File: config.mk
export PLATFORM = sky130hd
export DESIGN_NAME = lru_top
export DESIGN_NICKNAME = d
export VERILOG_FILES = /design/src/lru_cmd_pkg.sv /design/src/lru_line_pkg.sv /design/src/wb_cmd_slave.sv /design/src/tag_lookup.sv /design/src/tag_status_table.sv /design/src/lru_list_ctrl.sv /design/src/lru_top.sv
export SDC_FILE = /design/constraint.sdc
export NUM_CORES = 1
export LEC_CHECK = 0
export BUFFER_PORTS_ARGS = -buffer_cell sky130_fd_sc_hd__clkbuf_2
export CAP_MARGIN = 30
export CORE_MARGIN = 2
export CORE_UTILIZATION = 55
export DETAILED_ROUTE_END_ITERATION = 6
export GPL_TIMING_DRIVEN = 0
export PLACE_DENSITY = 0.83
export SLEW_MARGIN = 20
export SYNTH_ARGS = -nofsm -noshare
export SYNTH_HDL_FRONTEND = slang
export SYNTH_SLANG_ARGS = --single-unit
export TNS_END_PERCENT = 5
File: constraint.sdc
create_clock -name clk -period 6.7 [get_ports clk]
set_clock_uncertainty 0.15 [all_clocks]
set_input_delay 0.67 -clock clk [delete_from_list [all_inputs] [get_ports clk]]
set_output_delay 0.67 -clock clk [all_outputs]
set_load 0.05 [all_outputs]
File: src/lru_cmd_pkg.sv
`default_nettype none

package lru_cmd_pkg;

    localparam int OP_W = 2;

    // opcodes keep the legacy controller encoding
    typedef enum logic [OP_W-1:0] {
        CMD_WRITE  = 2'b00,
        CMD_LOOKUP = 2'b01,
        CMD_ALLOC  = 2'b10,
        CMD_FILL   = 2'b11
    } cmd_op_e;

    // request word field positions
    localparam int REQ_OP_LSB    = 0;
    localparam int REQ_INDEX_LSB = 8;
    localparam int REQ_TAG_LSB   = 16;

    // response word field positions
    localparam int RSP_HIT_BIT    = 0;
    localparam int RSP_STATUS_LSB = 4;
    localparam int RSP_TAG_LSB    = 8;
    localparam int RSP_INDEX_LSB  = 16;

endpackage

`default_nettype wire

File: src/lru_line_pkg.sv
`default_nettype none

package lru_line_pkg;

    localparam int STATUS_W = 2;

    // valid and dirty keep their old low bits, fetch takes the spare code
    typedef enum logic [STATUS_W-1:0] {
        LINE_INVALID = 2'b00,
        LINE_VALID   = 2'b01,
        LINE_DIRTY   = 2'b10,
        LINE_FETCH   = 2'b11
    } line_status_e;

endpackage

`default_nettype wire

File: src/wb_cmd_slave.sv
`default_nettype none
`timescale 1ns/1ps

module wb_cmd_slave
    import lru_cmd_pkg::*;
    import lru_line_pkg::*;
#(
    parameter int LINES   = 8,
    parameter int INDEX_W = 6,
    localparam int TAG_W  = $clog2(LINES)
) (
    input  logic               clk,
    input  logic               rst_n,

    input  logic               wb_cyc,
    input  logic               wb_stb,
    input  logic               wb_we,
    input  logic [31:0]        wb_dat_w,
    output logic [31:0]        wb_dat_r,
    output logic               wb_ack,

    input  logic               hit,
    input  line_status_e       resp_status,
    input  logic [INDEX_W-1:0] resp_index,
    input  logic [TAG_W-1:0]   resp_tag,

    output logic               op_valid,
    output cmd_op_e            op,
    output logic [INDEX_W-1:0] req_index,
    output logic [TAG_W-1:0]   fill_tag
);

    logic        accept;
    logic        rsp_hit;
    logic [31:0] rsp_word;

    // stb is ignored during the ack cycle
    assign accept   = wb_cyc && wb_stb && !wb_ack;
    // reads are acked and report, but change no state
    assign op_valid = accept && wb_we;

    assign op        = cmd_op_e'(wb_dat_w[REQ_OP_LSB +: OP_W]);
    assign req_index = wb_dat_w[REQ_INDEX_LSB +: INDEX_W];
    assign fill_tag  = wb_dat_w[REQ_TAG_LSB +: TAG_W];

    always_comb begin
        case (op)
            CMD_LOOKUP, CMD_WRITE: rsp_hit = hit;
            // a fill lands only on a line that was fetching
            CMD_FILL:              rsp_hit = (resp_status == LINE_FETCH);
            default:               rsp_hit = 1'b0;
        endcase
    end

    always_comb begin
        rsp_word                                 = '0;
        rsp_word[RSP_HIT_BIT]                    = rsp_hit;
        rsp_word[RSP_STATUS_LSB +: STATUS_W]     = resp_status;
        rsp_word[RSP_TAG_LSB +: TAG_W]           = resp_tag;
        rsp_word[RSP_INDEX_LSB +: INDEX_W]       = resp_index;
    end

    always_ff @(posedge clk or negedge rst_n) begin
        if (!rst_n) begin
            wb_ack   <= 1'b0;
            wb_dat_r <= '0;
        end else begin
            wb_ack <= accept;
            if (accept) begin
                wb_dat_r <= rsp_word;
            end
        end
    end

endmodule

`default_nettype wire

File: src/tag_lookup.sv
`default_nettype none
`timescale 1ns/1ps

module tag_lookup #(
    parameter int LINES   = 8,
    parameter int INDEX_W = 6,
    localparam int TAG_W  = $clog2(LINES)
) (
    input  logic [INDEX_W-1:0]       req_index,
    input  logic [LINES-1:0]         line_live,
    input  logic [LINES*INDEX_W-1:0] line_index,
    output logic                     hit,
    output logic [TAG_W-1:0]         hit_tag
);

    // fully associative search, last match in loop order wins
    always_comb begin
        hit     = 1'b0;
        hit_tag = '0;
        for (int i = 0; i < LINES; i++) begin
            if (line_live[i] && line_index[i*INDEX_W +: INDEX_W] == req_index) begin
                hit     = 1'b1;
                hit_tag = TAG_W'(i);
            end
        end
    end

endmodule

`default_nettype wire

File: src/tag_status_table.sv
`default_nettype none
`timescale 1ns/1ps

module tag_status_table
    import lru_cmd_pkg::*;
    import lru_line_pkg::*;
#(
    parameter int LINES   = 8,
    parameter int INDEX_W = 6,
    localparam int TAG_W  = $clog2(LINES)
) (
    input  logic                     clk,
    input  logic                     rst_n,

    input  logic                     op_valid,
    input  cmd_op_e                  op,
    input  logic [INDEX_W-1:0]       req_index,
    input  logic [TAG_W-1:0]         fill_tag,
    input  logic                     hit,
    input  logic [TAG_W-1:0]         hit_tag,
    input  logic [TAG_W-1:0]         alloc_tag,

    output logic [LINES-1:0]         line_live,
    output logic [LINES*INDEX_W-1:0] line_index,
    output line_status_e             resp_status,
    output logic [INDEX_W-1:0]       resp_index,
    output logic [TAG_W-1:0]         resp_tag
);

    line_status_e       status_q [LINES];
    logic [INDEX_W-1:0] index_q  [LINES];

    for (genvar g = 0; g < LINES; g++) begin : g_line
        assign line_live[g]                       = (status_q[g] != LINE_INVALID);
        assign line_index[g*INDEX_W +: INDEX_W]   = index_q[g];
    end

    always_ff @(posedge clk or negedge rst_n) begin
        if (!rst_n) begin
            for (int i = 0; i < LINES; i++) begin
                status_q[i] <= LINE_INVALID;
                index_q[i]  <= '0;
            end
        end else if (op_valid) begin
            case (op)
                CMD_WRITE: begin
                    if (hit) begin
                        status_q[hit_tag] <= LINE_DIRTY;
                    end
                end
                CMD_ALLOC: begin
                    status_q[alloc_tag] <= LINE_FETCH;
                    index_q[alloc_tag]  <= req_index;
                end
                CMD_FILL: begin
                    if (status_q[fill_tag] == LINE_FETCH) begin
                        status_q[fill_tag] <= LINE_VALID;
                    end
                end
                default: ;
            endcase
        end
    end

    // reports the line as it was before this command
    always_comb begin
        resp_status = LINE_INVALID;
        resp_index  = '0;
        resp_tag    = '0;
        case (op)
            CMD_LOOKUP, CMD_WRITE: begin
                if (hit) begin
                    resp_tag    = hit_tag;
                    resp_status = status_q[hit_tag];
                    resp_index  = index_q[hit_tag];
                end
            end
            // victim's old status and index, for write-back
            CMD_ALLOC: begin
                resp_tag    = alloc_tag;
                resp_status = status_q[alloc_tag];
                resp_index  = index_q[alloc_tag];
            end
            CMD_FILL: begin
                resp_tag    = fill_tag;
                resp_status = status_q[fill_tag];
            end
            default: ;
        endcase
    end

endmodule

`default_nettype wire

File: src/lru_list_ctrl.sv
`default_nettype none
`timescale 1ns/1ps

module lru_list_ctrl
    import lru_cmd_pkg::*;
#(
    parameter int LINES  = 8,
    localparam int TAG_W = $clog2(LINES)
) (
    input  logic             clk,
    input  logic             rst_n,

    input  logic             op_valid,
    input  cmd_op_e          op,
    input  logic             hit,
    input  logic [TAG_W-1:0] hit_tag,

    output logic [TAG_W-1:0] alloc_tag
);

    // free list, allocation pops its tail
    logic [TAG_W-1:0] free_tail;
    logic [TAG_W:0]   free_len;
    logic             free_empty;

    // recency list, head is most recent
    logic [TAG_W-1:0] rec_head;
    logic [TAG_W-1:0] rec_tail;
    logic [TAG_W:0]   rec_len;
    logic             rec_empty;

    // links shared by both lists, a line is on exactly one of them
    logic [TAG_W-1:0] prev_tag [LINES];
    logic [TAG_W-1:0] next_tag [LINES];

    logic             do_touch;
    logic             do_take;
    logic             do_evict;
    logic             do_move;
    logic [TAG_W-1:0] move_tag;
    logic [TAG_W-1:0] move_prev;
    logic [TAG_W-1:0] move_next;

    assign free_empty = (free_len == '0);
    assign rec_empty  = (rec_len == '0);

    assign alloc_tag = free_empty ? rec_tail : free_tail;

    assign do_touch = op_valid && hit && (op == CMD_LOOKUP || op == CMD_WRITE);
    assign do_take  = op_valid && (op == CMD_ALLOC) && !free_empty;
    assign do_evict = op_valid && (op == CMD_ALLOC) && free_empty;

    // eviction is a move-to-head of the recency tail
    assign do_move   = do_touch || do_evict;
    assign move_tag  = do_evict ? rec_tail : hit_tag;
    assign move_prev = prev_tag[move_tag];
    assign move_next = next_tag[move_tag];

    always_ff @(posedge clk or negedge rst_n) begin
        if (!rst_n) begin
            free_tail <= TAG_W'(LINES - 1);
            free_len  <= (TAG_W + 1)'(LINES);
            rec_head  <= '0;
            rec_tail  <= '0;
            rec_len   <= '0;
            // free list 0 .. LINES-1 in order
            for (int i = 0; i < LINES; i++) begin
                prev_tag[i] <= TAG_W'((i + LINES - 1) % LINES);
                next_tag[i] <= TAG_W'((i + 1) % LINES);
            end
        end else if (do_take) begin
            free_tail <= prev_tag[free_tail];
            free_len  <= free_len - 1'b1;
            rec_len   <= rec_len + 1'b1;
            rec_head  <= free_tail;
            if (rec_empty) begin
                rec_tail <= free_tail;
            end else begin
                next_tag[free_tail] <= rec_head;
                prev_tag[rec_head]  <= free_tail;
            end
        end else if (do_move && move_tag != rec_head) begin
            // unlink, not the head so a predecessor exists
            next_tag[move_prev] <= move_next;
            if (move_tag == rec_tail) begin
                rec_tail <= move_prev;
            end else begin
                prev_tag[move_next] <= move_prev;
            end
            // relink in front of the old head
            next_tag[move_tag] <= rec_head;
            prev_tag[rec_head] <= move_tag;
            rec_head           <= move_tag;
        end
    end

endmodule

`default_nettype wire

File: src/lru_top.sv
`default_nettype none
`timescale 1ns/1ps

module lru_top
    import lru_cmd_pkg::*;
    import lru_line_pkg::*;
#(
    parameter int LINES   = 8,
    parameter int INDEX_W = 6
) (
    input  logic        clk,
    input  logic        rst_n,

    input  logic        wb_cyc,
    input  logic        wb_stb,
    input  logic        wb_we,
    input  logic [31:0] wb_dat_w,
    output logic [31:0] wb_dat_r,
    output logic        wb_ack
);

    localparam int TAG_W = $clog2(LINES);

    logic                     op_valid;
    cmd_op_e                  op;
    logic [INDEX_W-1:0]       req_index;
    logic [TAG_W-1:0]         fill_tag;

    logic                     hit;
    logic [TAG_W-1:0]         hit_tag;
    logic [TAG_W-1:0]         alloc_tag;

    logic [LINES-1:0]         line_live;
    logic [LINES*INDEX_W-1:0] line_index;
    line_status_e             resp_status;
    logic [INDEX_W-1:0]       resp_index;
    logic [TAG_W-1:0]         resp_tag;

    wb_cmd_slave #(
        .LINES   (LINES),
        .INDEX_W (INDEX_W)
    ) u_slave (
        .clk         (clk),
        .rst_n       (rst_n),
        .wb_cyc      (wb_cyc),
        .wb_stb      (wb_stb),
        .wb_we       (wb_we),
        .wb_dat_w    (wb_dat_w),
        .wb_dat_r    (wb_dat_r),
        .wb_ack      (wb_ack),
        .hit         (hit),
        .resp_status (resp_status),
        .resp_index  (resp_index),
        .resp_tag    (resp_tag),
        .op_valid    (op_valid),
        .op          (op),
        .req_index   (req_index),
        .fill_tag    (fill_tag)
    );

    tag_lookup #(
        .LINES   (LINES),
        .INDEX_W (INDEX_W)
    ) u_lookup (
        .req_index  (req_index),
        .line_live  (line_live),
        .line_index (line_index),
        .hit        (hit),
        .hit_tag    (hit_tag)
    );

    tag_status_table #(
        .LINES   (LINES),
        .INDEX_W (INDEX_W)
    ) u_table (
        .clk         (clk),
        .rst_n       (rst_n),
        .op_valid    (op_valid),
        .op          (op),
        .req_index   (req_index),
        .fill_tag    (fill_tag),
        .hit         (hit),
        .hit_tag     (hit_tag),
        .alloc_tag   (alloc_tag),
        .line_live   (line_live),
        .line_index  (line_index),
        .resp_status (resp_status),
        .resp_index  (resp_index),
        .resp_tag    (resp_tag)
    );

    lru_list_ctrl #(
        .LINES (LINES)
    ) u_lists (
        .clk       (clk),
        .rst_n     (rst_n),
        .op_valid  (op_valid),
        .op        (op),
        .hit       (hit),
        .hit_tag   (hit_tag),
        .alloc_tag (alloc_tag)
    );

endmodule

`default_nettype wire

==> impl_metrics.json <==
{
  "finalWirelength_mm": 35.0,
  "crit_chain": "xor2_1 -> nor4_2 -> nand4_1 -> a211oi_2 -> a21oi_1 -> o221ai_1 -> o32ai_2 -> nand3_2 -> nand3_1 -> a311oi_2 -> mux2_2",
  "yosysWarnings": 0,
  "globalRouteOverflowTotal": 0,
  "slowest_delay_ns": 1.01,
  "final_common_cell": "nand2_1",
  "place_area_um2": 10900,
  "synth_area_per_cell_um2": 9.22,
  "post_cts_buffers": 0,
  "crit_required_ns": 6.87,
  "slowest_stage": "a211oi_2",
  "antenna_found_initial": 0,
  "fmax_ghz": 0.209,
  "h-tree-depth": 4,
  "hold_path_class": "in -> async",
  "first_pass_iters": 7,
  "cts.sinks": 142,
  "crit_path_end_kind": "register",
  "drc": 0,
  "numCtsBuffers": 17,
  "gp_congestion": 1.02,
  "worst_slew_pin_slew_ns": 1.09,
  "synth-main-ff-cell": "dfrtp_1",
  "design_area_um2": 11500,
  "root_buffer": "clkbuf_16",
  "critPathMaxFanout": 10,
  "crit_type": "reg -> reg",
  "p_total_mw": 3.30,
  "hold_viol_final": 0,
  "clockBufferDepth": 2,
  "dieWidth_um": 141,
  "drt_iter0_drc": 1237,
  "layout_common_cells": "nand2_1, dfrtp_1, nor2_1, mux2_2, o21ai_0",
  "antenna_cells": 0,
  "start_kind": "register",
  "critical_path_arrival_ns": 4.95,
  "drv_slew": 0,
  "detailed_place_hpwl_mm": 25.2,
  "p_leak_nw": 4.80,
  "grt_use_total": 0.353,
  "synthArstFlopShare": 1.00,
  "port_buffers": 20,
  "die_h_um": 141,
  "synth.largest_area_cell": "dfrtp_1",
  "grt_pass1_wl_mm": 54.1,
  "synth_cell_types": 96,
  "core.rowCount": 50,
  "grt_max_degree": 85,
  "hold_ws_ns": 0.120,
  "yosysSeqAreaShare": 0.347,
  "fin_tns_setup_ns": 0,
  "ant_nets": 0,
  "period_needed_ns": 4.78,
  "synth_edf_count": 0,
  "wire_per_inst_um": 24.5,
  "vias": 9818,
  "rsz0062_at_grt": "false",
  "syn2layout_area_growth_pct": 11.1,
  "syn_inst": 1121,
  "drv_cap": 0,
  "start_util": 0.556,
  "cts_resized": 0,
  "cts-hold-fix-buffers": 0,
  "max-slew-margin-rel": 0.271,
  "drive_above_1_share": 0.213,
  "tritoncts": "yes",
  "dieArea_um2": 19900,
  "setup_viol": 0,
  "max-vdd-ir-drop_v": 0.000173,
  "grt_pass1_vias": 9371,
  "pwr_density_cell_nw_per_um2": 287,
  "via_per_inst": 6.87,
  "ys_ff_latch": 142,
  "io-pin-count": 70,
  "fp.coreArea_um2": 18600,
  "clk_latency_ns": 0.44,
  "status": "finished clean",
  "nets": 1223,
  "netlist_area_um2": 10300,
  "fin_crit_sh": 0.713,
  "synth_top_area_frac": 0.276,
  "synth_area_leaders": "dfrtp_1, mux2_2, dfstp_2",
  "clk_pin_slew_ns": 0.07
}
## worst max-delay path: cells and delay by family (launching register included)
| family | cells | cell delay, ns |
|---|---|---|
| flip-flops | 1 | 0.44 |
| multiplexers | 1 | 0.38 |
| XOR/XNOR | 1 | 0.19 |
| AND/OR/NAND/NOR | 4 | 1.20 |
| AO/OA/AOI/OAI | 5 | 2.28 |
## flip-flops by register name, summed over array words and instances, names as in the netlist
name / flops
u_lists.free_tail: 3
u_lists.rec_head: 3
u_lists.prev_tag: 24
u_lists.rec_tail: 3
u_table.line_index: 48
u_table.status_q: 16
u_slave.wb_ack: 1
u_lists.next_tag: 24
u_lists.rec_len: 4
u_lists.free_len: 4
u_slave.wb_dat_r: 12
## Yosys cell counts, drive strengths merged (10+ instances only)
library cell    n
inv            11
a21oi          49
dfstp          28
nor4           10
o22ai          36
nand3          46
buf            54
clkbuf         44
o21ai          69
nand2         146
a211oi         13
nor2           89
nor3           25
mux2           97
a32o           13
nand4          12
xor2           25
mux2i          29
dfrtp         114
xnor2          31
a31oi          14
## power breakdown
| group | internal (mW) | switching (mW) |
|---|---|---|
| logic | 0.368 | 0.803 |
| registers | 0.972 | 0.124 |
| clock network | 0.635 | 0.396 |
## final timing paths
path	startpoint	cells past startpoint	endpoint	slack [ns]
min in group clk	u_lists.rec_len[3]$_DFFE_PN0P_	1	u_lists.rec_len[3]$_DFFE_PN0P_	0.33
setup / recovery	u_table.line_index[24]$_DFFE_PN0P_	11	u_lists.next_tag[17]$_DFFE_PN0P_	1.92
hold / removal	rst_n	1	u_table.line_index[44]$_DFFE_PN0P_	0.12
hold reg to reg	u_lists.rec_len[3]$_DFFE_PN0P_	1	u_lists.rec_len[3]$_DFFE_PN0P_	0.33
setup reg to reg	u_table.line_index[24]$_DFFE_PN0P_	11	u_lists.next_tag[17]$_DFFE_PN0P_	1.92
max in group asynchronous	rst_n	2	u_lists.prev_tag[10]$_DFFE_PN1P_	5.49
## metrics by stage
step	util	worst slack, ns	std cells
after global routing	0.618	1.85	1429
final	0.618	1.92	1429
after CTS	0.618	2.02	1428
after detailed placement	0.584	1.68	1396
after global placement	0.581	1.71	1394
after floorplan	-	2.49	1140
## layer usage
layer	part of all wire	wire length, µm	track usage
met3	0.10	3600	0.0859
met1	0.38	13200	0.445
met5	0	0	0
met4	0.056	1950	0.180
met2	0.46	16300	0.568
## final cells by class
type,instances,area [µm²]
Clock inverter,13,189
Clock buffer,19,443
Timing Repair Buffer,23,149
Tap cell,234,293
Buffer,98,546
Inverter,12,45.0
Multi-Input combinational cell,888,6240
Fill cell,1585,7090
Sequential cell,142,3590
## cell families (layout without fill, tap and decap cells)
family	Yosys count	after routing	synth area share
AO/OA/AOI/OAI	293	293	0.206
XOR/XNOR	56	56	0.0496
adder cells (fa/ha/maj)	4	4	0.00484
buffers and inverters	110	165	0.0571
flip-flops	142	142	0.347
multiplexers	135	135	0.156
other	1	20	0.000363
AND/OR/NAND/NOR	380	380	0.179
(Power assumes the default switching activity.)
